==> src/source/baser_tx_pkg.sv <==
// datapath widths, 10GBASE-R line-code constants and the block output type
package baser_tx_pkg;

    localparam int DATA_W = 64;
    localparam int KEEP_W = DATA_W / 8;
    localparam int EMPTY_W = $clog2(KEEP_W);
    localparam int HDR_W = 2;

    localparam logic [7:0] ETH_PRE = 8'h55;
    localparam logic [7:0] ETH_SFD = 8'hd5;

    localparam logic [6:0] CTRL_IDLE = 7'h00;
    localparam logic [6:0] CTRL_ERROR = 7'h1e;

    localparam logic [1:0] SYNC_DATA = 2'b10;
    localparam logic [1:0] SYNC_CTRL = 2'b01;

    // block type field, first byte of a control block
    localparam logic [7:0] BLOCK_TYPE_CTRL = 8'h1e;
    localparam logic [7:0] BLOCK_TYPE_START_0 = 8'h78;
    localparam logic [7:0] BLOCK_TYPE_TERM_0 = 8'h87;
    localparam logic [7:0] BLOCK_TYPE_TERM_1 = 8'h99;
    localparam logic [7:0] BLOCK_TYPE_TERM_2 = 8'haa;
    localparam logic [7:0] BLOCK_TYPE_TERM_3 = 8'hb4;
    localparam logic [7:0] BLOCK_TYPE_TERM_4 = 8'hcc;
    localparam logic [7:0] BLOCK_TYPE_TERM_5 = 8'hd2;
    localparam logic [7:0] BLOCK_TYPE_TERM_6 = 8'he1;
    localparam logic [7:0] BLOCK_TYPE_TERM_7 = 8'hff;

    localparam logic [31:0] CRC_POLY = 32'h04c11db7; // applied bit reversed

    // next block to encode; low 3 bits of a terminate give its data byte count
    typedef enum logic [3:0] {
        OUT_IDLE   = 4'd0,
        OUT_ERROR  = 4'd1,
        OUT_START  = 4'd2,
        OUT_DATA   = 4'd4,
        OUT_TERM_0 = 4'd8,
        OUT_TERM_1 = 4'd9,
        OUT_TERM_2 = 4'd10,
        OUT_TERM_3 = 4'd11,
        OUT_TERM_4 = 4'd12,
        OUT_TERM_5 = 4'd13,
        OUT_TERM_6 = 4'd14,
        OUT_TERM_7 = 4'd15
    } output_type_e;

endpackage

==> src/source/baser_tx_frame_ctrl.sv <==
// frame FSM: input capture, zero padding, inter-frame gap count and status pulses
module baser_tx_frame_ctrl #(
    parameter int min_frame_len = 64
) (
    input  logic                                 clk,
    input  logic                                 reset_crc,
    input  logic [baser_tx_pkg::DATA_W-1:0]      tx_tdata,
    input  logic [baser_tx_pkg::KEEP_W-1:0]      tx_tkeep,
    input  logic                                 tx_tvalid,
    input  logic                                 tx_tlast,
    input  logic                                 tx_tuser,
    output logic                                 tx_tready,
    input  logic [7:0]                           cfg_tx_ifg,
    input  logic                                 cfg_tx_enable,
    input  logic [baser_tx_pkg::DATA_W-1:0]      fcs_data_0,
    input  logic [baser_tx_pkg::DATA_W-1:0]      fcs_data_1,
    input  baser_tx_pkg::output_type_e           fcs_type_0,
    input  baser_tx_pkg::output_type_e           fcs_type_1,
    output logic [baser_tx_pkg::DATA_W-1:0]      held_data,
    output logic [baser_tx_pkg::EMPTY_W-1:0]     held_empty,
    output logic                                 crc_init,
    output logic                                 crc_update,
    output logic [baser_tx_pkg::DATA_W-1:0]      blk_data,
    output baser_tx_pkg::output_type_e           blk_type,
    output logic [15:0]                          stat_tx_pkt_len,
    output logic                                 stat_tx_pkt_good,
    output logic                                 stat_tx_pkt_bad
);

    localparam int keep_w = baser_tx_pkg::KEEP_W;
    localparam int min_len_w = $clog2(min_frame_len - 4 - keep_w + 1);

    typedef enum logic [2:0] {
        ST_IDLE,
        ST_PAYLOAD,
        ST_PAD,
        ST_FCS_1,
        ST_FCS_2,
        ST_ERR,
        ST_IFG
    } tx_state_e;

    tx_state_e state_reg, state_next;

    logic [baser_tx_pkg::DATA_W-1:0] tdata_masked;
    logic [baser_tx_pkg::EMPTY_W-1:0] tkeep_empty;
    logic [baser_tx_pkg::DATA_W-1:0] held_data_next;
    logic [baser_tx_pkg::EMPTY_W-1:0] held_empty_next;
    logic [baser_tx_pkg::DATA_W-1:0] blk_data_next;
    baser_tx_pkg::output_type_e blk_type_next;

    logic frame_reg, frame_next; // a source frame is still open
    logic tready_next;
    logic [min_len_w-1:0] min_count_reg, min_count_next;
    logic [15:0] frame_len_reg, frame_len_next;
    logic [7:0] ifg_count_reg, ifg_count_next;
    logic [7:0] ifg_min;
    logic [7:0] ifg_offset;
    logic [2:0] term_idx;
    logic [15:0] stat_len_next;
    logic stat_good_next;
    logic stat_bad_next;

    // zero unused bytes, tkeep to empty count
    always_comb begin
        tkeep_empty = 3'd7;
        for (int i = 0; i < keep_w; i++) begin
            tdata_masked[i*8 +: 8] = tx_tkeep[i] ? tx_tdata[i*8 +: 8] : 8'd0;
            if (tx_tkeep[i]) begin
                tkeep_empty = 3'(keep_w - 1 - i);
            end
        end
    end

    // idles already carried by the terminate block count toward the gap
    assign term_idx = (fcs_type_0 == baser_tx_pkg::OUT_DATA) ? fcs_type_1[2:0] : fcs_type_0[2:0];
    assign ifg_offset = 8'd7 - 8'(term_idx);
    assign ifg_min = (cfg_tx_ifg > 8'd12) ? cfg_tx_ifg : 8'd12;

    always_comb begin
        state_next = state_reg;
        crc_init = 1'b0;
        crc_update = 1'b0;
        frame_next = frame_reg;
        if (tx_tvalid && tx_tready) begin
            frame_next = !tx_tlast;
        end
        tready_next = frame_next; // keep draining a dropped frame
        min_count_next = (min_count_reg > min_len_w'(keep_w)) ?
                         min_len_w'(min_count_reg - keep_w) : '0;
        frame_len_next = frame_len_reg + 16'(keep_w);
        ifg_count_next = ifg_count_reg;
        held_data_next = held_data;
        held_empty_next = held_empty;
        blk_data_next = held_data;
        blk_type_next = baser_tx_pkg::OUT_IDLE;
        stat_len_next = '0;
        stat_good_next = 1'b0;
        stat_bad_next = 1'b0;

        case (state_reg)
            ST_IDLE: begin
                crc_init = 1'b1;
                tready_next = 1'b1;
                min_count_next = min_len_w'(min_frame_len - 4 - keep_w);
                frame_len_next = '0;
                held_data_next = tdata_masked;
                held_empty_next = tkeep_empty;
                if (tx_tvalid && tx_tready && cfg_tx_enable && !frame_reg) begin
                    blk_data_next = {baser_tx_pkg::ETH_SFD, {7{baser_tx_pkg::ETH_PRE}}};
                    blk_type_next = baser_tx_pkg::OUT_START;
                    state_next = ST_PAYLOAD;
                end
            end
            ST_PAYLOAD: begin
                crc_update = 1'b1;
                tready_next = 1'b1;
                blk_type_next = baser_tx_pkg::OUT_DATA;
                held_data_next = tdata_masked;
                held_empty_next = tkeep_empty;
                if (!tx_tvalid || tx_tlast) begin
                    tready_next = frame_next;
                    if (!tx_tvalid || tx_tuser) begin // underflow or marked bad
                        state_next = ST_ERR;
                    end else if (min_count_reg > min_len_w'(keep_w)) begin
                        held_empty_next = '0;
                        state_next = ST_PAD;
                    end else begin
                        if (min_count_reg != 0 && tkeep_empty > 3'(keep_w - min_count_reg)) begin
                            held_empty_next = 3'(keep_w - min_count_reg);
                        end
                        state_next = ST_FCS_1;
                    end
                end
            end
            ST_PAD: begin
                crc_update = 1'b1;
                blk_type_next = baser_tx_pkg::OUT_DATA;
                held_data_next = '0;
                held_empty_next = '0;
                if (min_count_reg <= min_len_w'(keep_w)) begin
                    held_empty_next = 3'(keep_w - min_count_reg);
                    state_next = ST_FCS_1;
                end
            end
            ST_FCS_1: begin
                blk_data_next = fcs_data_0;
                blk_type_next = fcs_type_0;
                ifg_count_next = ifg_min - ifg_offset;
                if (held_empty <= 3'd4) begin
                    state_next = ST_FCS_2;
                end else begin
                    stat_len_next = frame_len_reg + 16'(12 - held_empty);
                    stat_good_next = 1'b1;
                    state_next = ST_IFG;
                end
            end
            ST_FCS_2: begin
                crc_init = 1'b1;
                blk_data_next = fcs_data_1;
                blk_type_next = fcs_type_1;
                stat_len_next = frame_len_reg + 16'(4 - held_empty);
                stat_good_next = 1'b1;
                state_next = ST_IFG;
            end
            ST_ERR: begin
                blk_type_next = baser_tx_pkg::OUT_ERROR;
                ifg_count_next = ifg_min; // error block holds no idles
                stat_len_next = frame_len_reg;
                stat_bad_next = 1'b1;
                state_next = ST_IFG;
            end
            ST_IFG: begin
                crc_init = 1'b1;
                ifg_count_next = (ifg_count_reg > 8'd8) ? ifg_count_reg - 8'd8 : 8'd0;
                if (ifg_count_next == 0 && !frame_reg) begin
                    tready_next = 1'b1;
                    state_next = ST_IDLE;
                end
            end
            default: begin
                state_next = ST_IDLE;
            end
        endcase
    end

    always_ff @(posedge clk) begin
        if (reset_crc) begin
            state_reg <= ST_IDLE;
            frame_reg <= 1'b0;
            tx_tready <= 1'b0;
            ifg_count_reg <= '0;
            blk_type <= baser_tx_pkg::OUT_IDLE;
            stat_tx_pkt_len <= '0;
            stat_tx_pkt_good <= 1'b0;
            stat_tx_pkt_bad <= 1'b0;
        end else begin
            state_reg <= state_next;
            frame_reg <= frame_next;
            tx_tready <= tready_next;
            ifg_count_reg <= ifg_count_next;
            blk_type <= blk_type_next;
            stat_tx_pkt_len <= stat_len_next;
            stat_tx_pkt_good <= stat_good_next;
            stat_tx_pkt_bad <= stat_bad_next;
        end
    end

    always_ff @(posedge clk) begin
        held_data <= held_data_next;
        held_empty <= held_empty_next;
        blk_data <= blk_data_next;
        min_count_reg <= min_count_next;
        frame_len_reg <= frame_len_next;
    end

endmodule

==> src/source/baser_tx_fcs.sv <==
// CRC-32 state registers and placement of the FCS into the closing blocks
module baser_tx_fcs (
    input  logic                                 clk,
    input  logic                                 reset_crc,
    input  logic [baser_tx_pkg::DATA_W-1:0]      held_data,
    input  logic [baser_tx_pkg::EMPTY_W-1:0]     held_empty,
    input  logic                                 crc_init,
    input  logic                                 crc_update,
    output logic [baser_tx_pkg::DATA_W-1:0]      fcs_data_0,
    output logic [baser_tx_pkg::DATA_W-1:0]      fcs_data_1,
    output baser_tx_pkg::output_type_e           fcs_type_0,
    output baser_tx_pkg::output_type_e           fcs_type_1
);

    localparam logic [31:0] poly_rev = {<<{baser_tx_pkg::CRC_POLY}};

    logic [31:0] crc_reg;
    logic [31:0] crc_next [baser_tx_pkg::KEEP_W];
    logic [2:0] last_idx; // index of the last data byte
    logic [6:0] fcs_shift;
    logic [95:0] wide_0;

    // one byte lsb first in reflected form
    function automatic logic [31:0] crc_byte(input logic [31:0] crc, input logic [7:0] data);
        logic [31:0] c;
        c = crc;
        for (int i = 0; i < 8; i++) begin
            c = (c[0] ^ data[i]) ? ((c >> 1) ^ poly_rev) : (c >> 1);
        end
        return c;
    endfunction

    // state after 1..8 bytes of the held beat
    always_comb begin
        crc_next[0] = crc_byte(crc_reg, held_data[7:0]);
        for (int n = 1; n < baser_tx_pkg::KEEP_W; n++) begin
            crc_next[n] = crc_byte(crc_next[n-1], held_data[n*8 +: 8]);
        end
    end

    assign last_idx = ~held_empty;
    assign fcs_shift = {4'(last_idx) + 4'd1, 3'd0};

    // fcs goes right after the last data byte, spilling into a second block
    assign wide_0 = {32'd0, held_data} | (96'(~crc_next[last_idx]) << fcs_shift);
    assign fcs_data_0 = wide_0[63:0];
    assign fcs_data_1 = {32'd0, wide_0[95:64]};

    always_comb begin
        if (held_empty >= 3'd5) begin
            fcs_type_0 = baser_tx_pkg::output_type_e'({1'b1, last_idx + 3'd5});
            fcs_type_1 = baser_tx_pkg::OUT_IDLE;
        end else begin
            fcs_type_0 = baser_tx_pkg::OUT_DATA;
            fcs_type_1 = baser_tx_pkg::output_type_e'({1'b1, last_idx - 3'd3});
        end
    end

    always_ff @(posedge clk) begin
        if (reset_crc || crc_init) begin
            crc_reg <= '1;
        end else if (crc_update) begin
            crc_reg <= crc_next[baser_tx_pkg::KEEP_W-1];
        end
    end

endmodule

==> src/source/baser_tx_encoder.sv <==
// 64b/66b block encoder with registered block data and sync header
module baser_tx_encoder (
    input  logic                                 clk,
    input  logic                                 reset_crc,
    input  logic [baser_tx_pkg::DATA_W-1:0]      blk_data,
    input  baser_tx_pkg::output_type_e           blk_type,
    output logic [baser_tx_pkg::DATA_W-1:0]      encoded_tx_data,
    output logic [baser_tx_pkg::HDR_W-1:0]       encoded_tx_hdr
);

    localparam logic [6:0] ci = baser_tx_pkg::CTRL_IDLE;
    localparam logic [6:0] ce = baser_tx_pkg::CTRL_ERROR;

    logic [baser_tx_pkg::DATA_W-1:0] block;
    logic [baser_tx_pkg::HDR_W-1:0] hdr;

    // terminates carry data bytes, then zero bits, then idle characters
    always_comb begin
        hdr = baser_tx_pkg::SYNC_CTRL;
        case (blk_type)
            baser_tx_pkg::OUT_IDLE:   block = {{8{ci}}, baser_tx_pkg::BLOCK_TYPE_CTRL};
            baser_tx_pkg::OUT_START:  block = {blk_data[63:8], baser_tx_pkg::BLOCK_TYPE_START_0};
            baser_tx_pkg::OUT_DATA: begin
                block = blk_data;
                hdr = baser_tx_pkg::SYNC_DATA;
            end
            baser_tx_pkg::OUT_TERM_0: block = {{7{ci}}, 7'd0, baser_tx_pkg::BLOCK_TYPE_TERM_0};
            baser_tx_pkg::OUT_TERM_1:
                block = {{6{ci}}, 6'd0, blk_data[7:0], baser_tx_pkg::BLOCK_TYPE_TERM_1};
            baser_tx_pkg::OUT_TERM_2:
                block = {{5{ci}}, 5'd0, blk_data[15:0], baser_tx_pkg::BLOCK_TYPE_TERM_2};
            baser_tx_pkg::OUT_TERM_3:
                block = {{4{ci}}, 4'd0, blk_data[23:0], baser_tx_pkg::BLOCK_TYPE_TERM_3};
            baser_tx_pkg::OUT_TERM_4:
                block = {{3{ci}}, 3'd0, blk_data[31:0], baser_tx_pkg::BLOCK_TYPE_TERM_4};
            baser_tx_pkg::OUT_TERM_5:
                block = {{2{ci}}, 2'd0, blk_data[39:0], baser_tx_pkg::BLOCK_TYPE_TERM_5};
            baser_tx_pkg::OUT_TERM_6:
                block = {ci, 1'b0, blk_data[47:0], baser_tx_pkg::BLOCK_TYPE_TERM_6};
            baser_tx_pkg::OUT_TERM_7: block = {blk_data[55:0], baser_tx_pkg::BLOCK_TYPE_TERM_7};
            default:                  block = {{8{ce}}, baser_tx_pkg::BLOCK_TYPE_CTRL}; // error too
        endcase
    end

    always_ff @(posedge clk) begin
        if (reset_crc) begin
            encoded_tx_data <= {{8{ci}}, baser_tx_pkg::BLOCK_TYPE_CTRL};
            encoded_tx_hdr <= baser_tx_pkg::SYNC_CTRL;
        end else begin
            encoded_tx_data <= block;
            encoded_tx_hdr <= hdr;
        end
    end

endmodule

==> src/source/baser_tx_top.sv <==
// 10GBASE-R transmitter top: frame controller, FCS unit and block encoder
module baser_tx_top #(
    parameter int min_frame_len = 64
) (
    input  logic                                 clk,
    input  logic                                 reset_crc,
    input  logic [baser_tx_pkg::DATA_W-1:0]      tx_tdata,
    input  logic [baser_tx_pkg::KEEP_W-1:0]      tx_tkeep,
    input  logic                                 tx_tvalid,
    input  logic                                 tx_tlast,
    input  logic                                 tx_tuser,
    output logic                                 tx_tready,
    input  logic [7:0]                           cfg_tx_ifg,
    input  logic                                 cfg_tx_enable,
    output logic [baser_tx_pkg::DATA_W-1:0]      encoded_tx_data,
    output logic [baser_tx_pkg::HDR_W-1:0]       encoded_tx_hdr,
    output logic [15:0]                          stat_tx_pkt_len,
    output logic                                 stat_tx_pkt_good,
    output logic                                 stat_tx_pkt_bad
);

    logic [baser_tx_pkg::DATA_W-1:0] held_data;
    logic [baser_tx_pkg::EMPTY_W-1:0] held_empty;
    logic crc_init;
    logic crc_update;
    logic [baser_tx_pkg::DATA_W-1:0] fcs_data_0;
    logic [baser_tx_pkg::DATA_W-1:0] fcs_data_1;
    baser_tx_pkg::output_type_e fcs_type_0;
    baser_tx_pkg::output_type_e fcs_type_1;
    logic [baser_tx_pkg::DATA_W-1:0] blk_data;
    baser_tx_pkg::output_type_e blk_type;

    baser_tx_frame_ctrl #(
        .min_frame_len(min_frame_len)
    ) u_frame_ctrl (
        .clk              (clk),
        .reset_crc        (reset_crc),
        .tx_tdata         (tx_tdata),
        .tx_tkeep         (tx_tkeep),
        .tx_tvalid        (tx_tvalid),
        .tx_tlast         (tx_tlast),
        .tx_tuser         (tx_tuser),
        .tx_tready        (tx_tready),
        .cfg_tx_ifg       (cfg_tx_ifg),
        .cfg_tx_enable    (cfg_tx_enable),
        .fcs_data_0       (fcs_data_0),
        .fcs_data_1       (fcs_data_1),
        .fcs_type_0       (fcs_type_0),
        .fcs_type_1       (fcs_type_1),
        .held_data        (held_data),
        .held_empty       (held_empty),
        .crc_init         (crc_init),
        .crc_update       (crc_update),
        .blk_data         (blk_data),
        .blk_type         (blk_type),
        .stat_tx_pkt_len  (stat_tx_pkt_len),
        .stat_tx_pkt_good (stat_tx_pkt_good),
        .stat_tx_pkt_bad  (stat_tx_pkt_bad)
    );

    baser_tx_fcs u_fcs (
        .clk        (clk),
        .reset_crc  (reset_crc),
        .held_data  (held_data),
        .held_empty (held_empty),
        .crc_init   (crc_init),
        .crc_update (crc_update),
        .fcs_data_0 (fcs_data_0),
        .fcs_data_1 (fcs_data_1),
        .fcs_type_0 (fcs_type_0),
        .fcs_type_1 (fcs_type_1)
    );

    baser_tx_encoder u_encoder (
        .clk             (clk),
        .reset_crc       (reset_crc),
        .blk_data        (blk_data),
        .blk_type        (blk_type),
        .encoded_tx_data (encoded_tx_data),
        .encoded_tx_hdr  (encoded_tx_hdr)
    );

endmodule

==> config.mk <==
export PLATFORM = sky130hd
export DESIGN_NAME = baser_tx_top
export DESIGN_NICKNAME = d
export VERILOG_FILES = /design/src/source/baser_tx_pkg.sv /design/src/source/baser_tx_frame_ctrl.sv /design/src/source/baser_tx_fcs.sv /design/src/source/baser_tx_encoder.sv /design/src/source/baser_tx_top.sv
export SDC_FILE = /design/constraint.sdc
export NUM_CORES = 1
export LEC_CHECK = 0
export ABC_AREA = 0
export BUFFER_PORTS_ARGS = -buffer_cell sky130_fd_sc_hd__buf_2
export CAP_MARGIN = 30
export CORE_MARGIN = 8
export CORE_UTILIZATION = 60
export CTS_CLUSTER_DIAMETER = 200
export DETAILED_ROUTE_END_ITERATION = 6
export GPL_TIMING_DRIVEN = 0
export PLACE_DENSITY = 0.79
export SLEW_MARGIN = 0
export SYNTH_ARGS = -nofsm -noshare
export SYNTH_HDL_FRONTEND = slang
export SYNTH_SLANG_ARGS = --single-unit
==> constraint.sdc <==
create_clock -name clk -period 23.6 [get_ports clk]
set_clock_uncertainty 0.2 [all_clocks]
set_input_delay 3.54 -clock clk [delete_from_list [all_inputs] [get_ports clk]]
set_output_delay 3.54 -clock clk [all_outputs]
set_load 0.02 [all_outputs]
======== Word level (Yosys, flattened, before mapping) ========
Index checks and enable logic that the tools add are counted.
storage, ports and cells
  word-level logic and storage cells ...... 338
  output and inout bits ................... 85
  register bits ........................... 286
operators by class
  reduce and logical (&&, ||, !) cells .... 24
  equality and inequality tests ........... 21
  multiplexer cells ....................... 121
  add/sub/neg operators ................... 13
  bitwise gates (word level) .............. 133
  order comparisons ....................... 8
  shifts and indexed selects .............. 1
operator list
  kind                     count
  $mux W32                 66
  $not A13 Y14             64
  $pmux W64 S11            1
  $pmux W64 S3             1
  $pmux W64 S2             1
  $bmux W32 S3             1
  $not A32 Y96             1
  $or A64 B96 Y96          1
  $shl A96 B7 Y96          1
  $mux W8                  10
  $mux W64                 1
  $xor A1 B1 Y1            64
  $pmux W16 S3             1
  $mux W3                  15
  $add A16 B16 Y16         2
  $eq A4 B4 Y1 const B     8
  $pmux W8 S3              1
  $pmux W4 S5              1
  $pmux W3 S6              1
  $add A16 B4 Y16 const B  1
  $gt A8 B4 Y1 const B     2
  $mux W16                 1
  $mux W2                  5
  $eq A3 B3 Y1 const B     3
  other kinds (41)         68

======== Logic depth before layout (Yosys ltp) ========
  depth in word-level cells ............... 135
  depth in mapped cells ................... 24

======== Cells and area by module ========
From an unflattened synthesis, not the netlist that was laid out.
second synthesis, totals
  cells, all modules ...................... 2800
  area total of the unflattened synthesis .. 26740.6 um^2
modules (own cells, without submodules)
  module               area each (um^2)  cells an instance  times used  seq. area each (um^2)
  baser_tx_fcs         15562.4           1653               1           640.6
  baser_tx_frame_ctrl  8713.4            893                1           4334.2
  baser_tx_encoder     2464.9            254                1           1321.3

======== Worst setup path before layout ========
Ideal clock, no wire load.
  kind .................................... reg-to-reg
  start point ............................. register u_frame_ctrl.held_data[1] in the netlist's numbering
  end point ............................... register u_frame_ctrl.blk_data[35] in the netlist's numbering
  stages on the path, launching flop included .. 22
  slack ................................... 16.172 ns
  data arrival time ....................... 7.141 ns
  period minus slack after synthesis ...... 7.428 ns
  cell sequence ........................... edfxtp_1 xnor2_2 xnor2_1 xor2_1 buf_4 xor3_1 xnor2_2 xnor3_1 xnor3_2 xnor2_2 xnor2_4 xnor3_1 buf_4 xnor2_2 xnor3_1 xnor2_1 xor3_1 xnor2_1 nor2_1 o32a_1 and2_1 o31ai_1
between the ends
  cells in the longest elaborated chain, start to end .. 98
  elaborated cells on any way between the ends .. 183
  those cells by class .................... shift (1); mux (67); bitwise (115)
RTL lines
  item                                                           line                        RTL
  start: declaration                                             baser_tx_frame_ctrl.sv:19   output logic [baser_tx_pkg::DATA_W-1:0] held_data,
  start signal: assignment                                       baser_tx_frame_ctrl.sv:210  held_data <= held_data_next;
  $xor A1 B1 Y1 (*)                                              baser_tx_fcs.sv:28          c = (c[0] ^ data[i]) ? ((c >> 1) ^ poly_rev) : (c >> 1);
  $mux W32 (*) (3 in series)                                     baser_tx_fcs.sv:28
  $not A13 Y14 (no line) / $mux W32 (equally long branches)      n/a
  $mux W32 (*) (4 in series)                                     baser_tx_fcs.sv:28
  $mux W32 / $not A13 Y14 (equally long branches) (2 in series)  n/a
  $xor A1 B1 Y1 / $mux W32 (equally long branches)               baser_tx_fcs.sv:28
  $mux W32 / $not A13 Y14 (equally long branches)                n/a
  $not A13 Y14 (no line) (tied with other cells)                 n/a
  (+76 left out)                                                 n/a
  $mux W32                                                       baser_tx_fcs.sv:28
  $bmux W32 S3 (*)                                               baser_tx_fcs.sv:45          assign wide_0 = {32'd0, held_data} | (96'(~crc_next[last_idx]) << fcs_shift);
  $mux W32 (implied by the code) (*) (2 in series)               baser_tx_fcs.sv:45
  $not A32 Y96 (*)                                               baser_tx_fcs.sv:45
  $shl A96 B7 Y96 (*)                                            baser_tx_fcs.sv:45
  $or A64 B96 Y96 (*)                                            baser_tx_fcs.sv:45
  $pmux W64 S3 (*)                                               baser_tx_frame_ctrl.sv:101  case (state_reg)
  net u_frame_ctrl.blk_data_next, one bit                        baser_tx_frame_ctrl.sv:49   logic [baser_tx_pkg::DATA_W-1:0] blk_data_next;
  end signal: assignment                                         baser_tx_frame_ctrl.sv:212  blk_data <= blk_data_next;
  end: declaration                                               baser_tx_frame_ctrl.sv:23   output logic [baser_tx_pkg::DATA_W-1:0] blk_data,
The timed path passes the listed nets; every way through them passes the cells marked *. The select of a mux whose other input is x is not followed.
A chain may end at the register's enable or synchronous reset.

======== Worst setup path in the final report ========
  start point ............................. register u_frame_ctrl.held_data[1] in the netlist's numbering
  end point ............................... register u_frame_ctrl.blk_data[56] in the netlist's numbering
between the ends
  cells in the longest elaborated chain, start to end .. 97
  elaborated cells on any way between the ends .. 183
  those cells by class .................... shift (1); mux (67); bitwise (115)
RTL lines
  item                                                       line
  $xor A1 B1 Y1 (*)                                          baser_tx_fcs.sv:28
  $mux W32 (*) (6 in series)                                 baser_tx_fcs.sv:28
  $xor A1 B1 Y1 (tied with other cells)                      baser_tx_fcs.sv:28
  $mux W32 (*)                                               baser_tx_fcs.sv:28
  $not A13 Y14 (no line) / $mux W32 (equally long branches)  n/a
  $mux W32 / $not A13 Y14 (equally long branches)            n/a
  $not A13 Y14 (no line) (tied with other cells)             n/a
  $mux W32 / $not A13 Y14 (equally long branches)            n/a
  (+76 left out)                                             n/a
  $mux W32                                                   baser_tx_fcs.sv:28
  $bmux W32 S3 (*)                                           baser_tx_fcs.sv:45
  $mux W32 (implied by the code) (*) (2 in series)           baser_tx_fcs.sv:45
  $not A32 Y96 (*)                                           baser_tx_fcs.sv:45
  $shl A96 B7 Y96 (*)                                        baser_tx_fcs.sv:45
  $or A64 B96 Y96 (*)                                        baser_tx_fcs.sv:45
  $pmux W64 S3 (*)                                           baser_tx_frame_ctrl.sv:101
  net u_frame_ctrl.blk_data_next, one bit                    baser_tx_frame_ctrl.sv:49
Marked as above.

==> impl_results.md <==
- Slew Limit Headroom: 20.78%
- Critical path class: reg -> reg
- Syn nets: 2646
- Synth top area share: 17.20%
- Layout area overhead: 9.788%
- Final nets: 2848
- Crit-path max FO: 10
- Dominant synthesized flop cell: dfxtp_1
- Fin crit period: 10400 ps
- Syn Area/Cell: 9.827 um^2
- Die ar.: 0.04828 mm^2
- Final core occ: 66.81%
- CP max stage cell: xnor2_1
- Die height: 219.7 um
- Post-DP HPWL: 93.30 mm
- Clk_lat worst skew: 570 ps
- Finish-stage setup viols: 0
- Number of synthesis warnings: 0
- Max-slew violation count: 0
- Initial core utilization: 60.85%
- # resized after CTS: 0
- Setup crit end kind: flip-flop
- Yosys cell types: 86
- Longest Clk Path Bufs: 3
- CTS Root Cell: clkbuf_16
- Clk pin slew, worst setup/hold paths: 70 ps
- Initial antenna violation count: 4
- Worst-margin pin slew: 1184 ps
- Syn Inst Count: 2534
- Tcrit/Tclk final: 44.05%
- Drt total wl: 115.2 mm
- DRC Markers: 0
- Share of layout cells above drive strength 1: 12.81%
- Top-Level Pins: 171
- Buffers on Ports: 169
- Std-Cell Rows: 74
- Status: finished, final reports clean
- Num CTS Buffers: 26
- Startpoint types: flip-flop
- Clk sinks: 281
- Routability cong.: 1.169
- Worst endpoint data arrival time: 10590 ps
- H-tree Lvls: 1
- Pre-antenna DRT Iters: 7
- Post-synthesis register bit count: 281
- Initial DRC count: 4774
- Max-Cap Viols: 0
- Total Routing Usage GR: 46.30%
- Grt ovf: 0
- Total vias in the final route: 23510
- CP Cell Sequence: xnor2_2, xnor2_1, xor2_1, buf_4, xnor3_1, xor3_1, xnor3_1, xnor2_1, xnor3_2, xnor2_2, xnor2_1, xnor2_1, xnor3_1, xnor3_1, xnor2_1, o21bai_1, a31oi_1, o211ai_1, a21oi_1, o21ai_0
- Most used cell, CP: xnor2_1
- Setup WS pre-CTS: 13770 ps
- Commonest cells after routing, fill and taps aside: xnor2_1, nand2_1, dfxtp_1
- Worst path required time: 23790 ps
- Fillers: 3130
- Postcts setup bufs: 0
- Leading cell type in the layout, fill and taps excluded: xnor2_1
- WL/cell: 35.01 um
- Worst setup margin: 13200 ps
- Synth top area cells: dfxtp_1, xnor3_1, xnor2_1
- Setup TNS: 0 ps
- Final Hold Viols: 0
- Slowest stage delay, CP: 780 ps
- Global-route wire length before repair: 161.1 mm
- Top flop regs: u_encoder.encoded_tx_data x64, u_frame_ctrl.blk_data x64, u_frame_ctrl.held_data x64
- Largest net degree at the start of global routing: 38
- Asr flop ratio synth: 0%
- Core Box Area: 0.04092 mm^2
- Chip Width: 219.7 um
- Largest area contributor in the netlist: dfxtp_1
- CTS tree: built
- RSZ-0062 raised after global routing: false
- Seq/Total Area, Yosys: 25.28%
- Number of global-route vias before repair: 22360
- Hold buffers post-CTS: 0
- Worst hold path class: reg -> reg
- Post-synth EDFFs: 67
- Vias/cell: 7.145
- Cell area after synthesis: 0.02490 mm^2
- Antenna Nets Post-Route: 0
- Peak Freq: 96.19 MHz
-- final timing paths --
kind	start	end	slack, ps	cells past startpoint
setup / recovery	u_frame_ctrl.held_data[1]	u_frame_ctrl.blk_data[56]	13200	20
hold / removal	u_frame_ctrl.min_count_reg[3]	u_frame_ctrl.min_count_reg[3]	260	1
setup reg to reg	u_frame_ctrl.held_data[1]	u_frame_ctrl.blk_data[56]	13200	20
hold reg to reg	u_frame_ctrl.min_count_reg[3]	u_frame_ctrl.min_count_reg[3]	260	1
-- area by class of cell --
cell class	instances	area (um^2)	share of cell area [%]
Antenna cell	2	5.005	0.01831
Buffer	161	643.1	2.352
Clock buffer	32	745.7	2.728
Clock inverter	16	120.1	0.4393
Inverter	41	153.9	0.5629
Multi-Input combinational cell	2051	17810	65.14
Sequential cell	281	6296	23.03
Tap cell	532	665.6	2.435
Timing Repair Buffer	174	900.9	3.295
-- routing by layer --
metal	GRT usage, %	wire, um	vias to the layer above
met5	0	40	-
met4	20.17	6953	6
met3	19.18	19800	443
met2	63.26	45270	2263
met1	63.37	43110	11360
li1	-	-	9437
-- worst max-delay path, delay by kind of cell (launching register included) --
kind | cells | cell delay, ps
XOR/XNOR | 14 | 7620
buffers and inverters | 1 | 320
flip-flops | 1 | 570
AO/OA/AOI/OAI | 5 | 1470
-- synth_stat cells, drive strengths merged, types with 9 or more instances --
| library cell | count |
|---|---|
| clkbuf | 126 |
| and2 | 16 |
| nor3 | 25 |
| or3 | 9 |
| nand2b | 17 |
| a211oi | 12 |
| o22ai | 14 |
| buf | 35 |
| o21ai | 153 |
| o211ai | 34 |
| and3 | 71 |
| nand3 | 27 |
| xnor3 | 175 |
| xor3 | 36 |
| a21oi | 151 |
| xnor2 | 384 |
| a221oi | 10 |
| o21a | 10 |
| nor2 | 192 |
| dfxtp | 214 |
| mux2i | 15 |
| a221o | 40 |
| o31ai | 16 |
| xor2 | 143 |
| a21o | 14 |
| nand2 | 226 |
| mux4 | 12 |
| o21bai | 13 |
| edfxtp | 67 |
| a31oi | 33 |
| inv | 39 |
| ha | 24 |
| a22oi | 51 |
| nor2b | 11 |
-- per-stage QoR --
step	instances	area [um^2]	hold slack, ps
after floorplan	2534	24900	226.0
after global placement	3235	26410	236.8
after detailed placement	3239	26450	245.0
after CTS	3287	27320	250.8
after global routing	3288	27340	300.0
final	3290	27340	257.0
-- cells by family after synthesis --
| logic type | after synthesis | synth area share (%) |
|---|---|---|
| flip-flops | 281 | 25.28 |
| AO/OA/AOI/OAI | 622 | 16.33 |
| buffers and inverters | 202 | 3.201 |
| multiplexers | 33 | 1.959 |
| AND/OR/NAND/NOR | 632 | 11.53 |
| XOR/XNOR | 738 | 40.34 |
| adder cells (fa/ha/maj) | 26 | 1.367 |
Power is left out: the tool's default activity adds up to more than one toggle a clock period on the data nets, which glitch-free logic cannot reach.
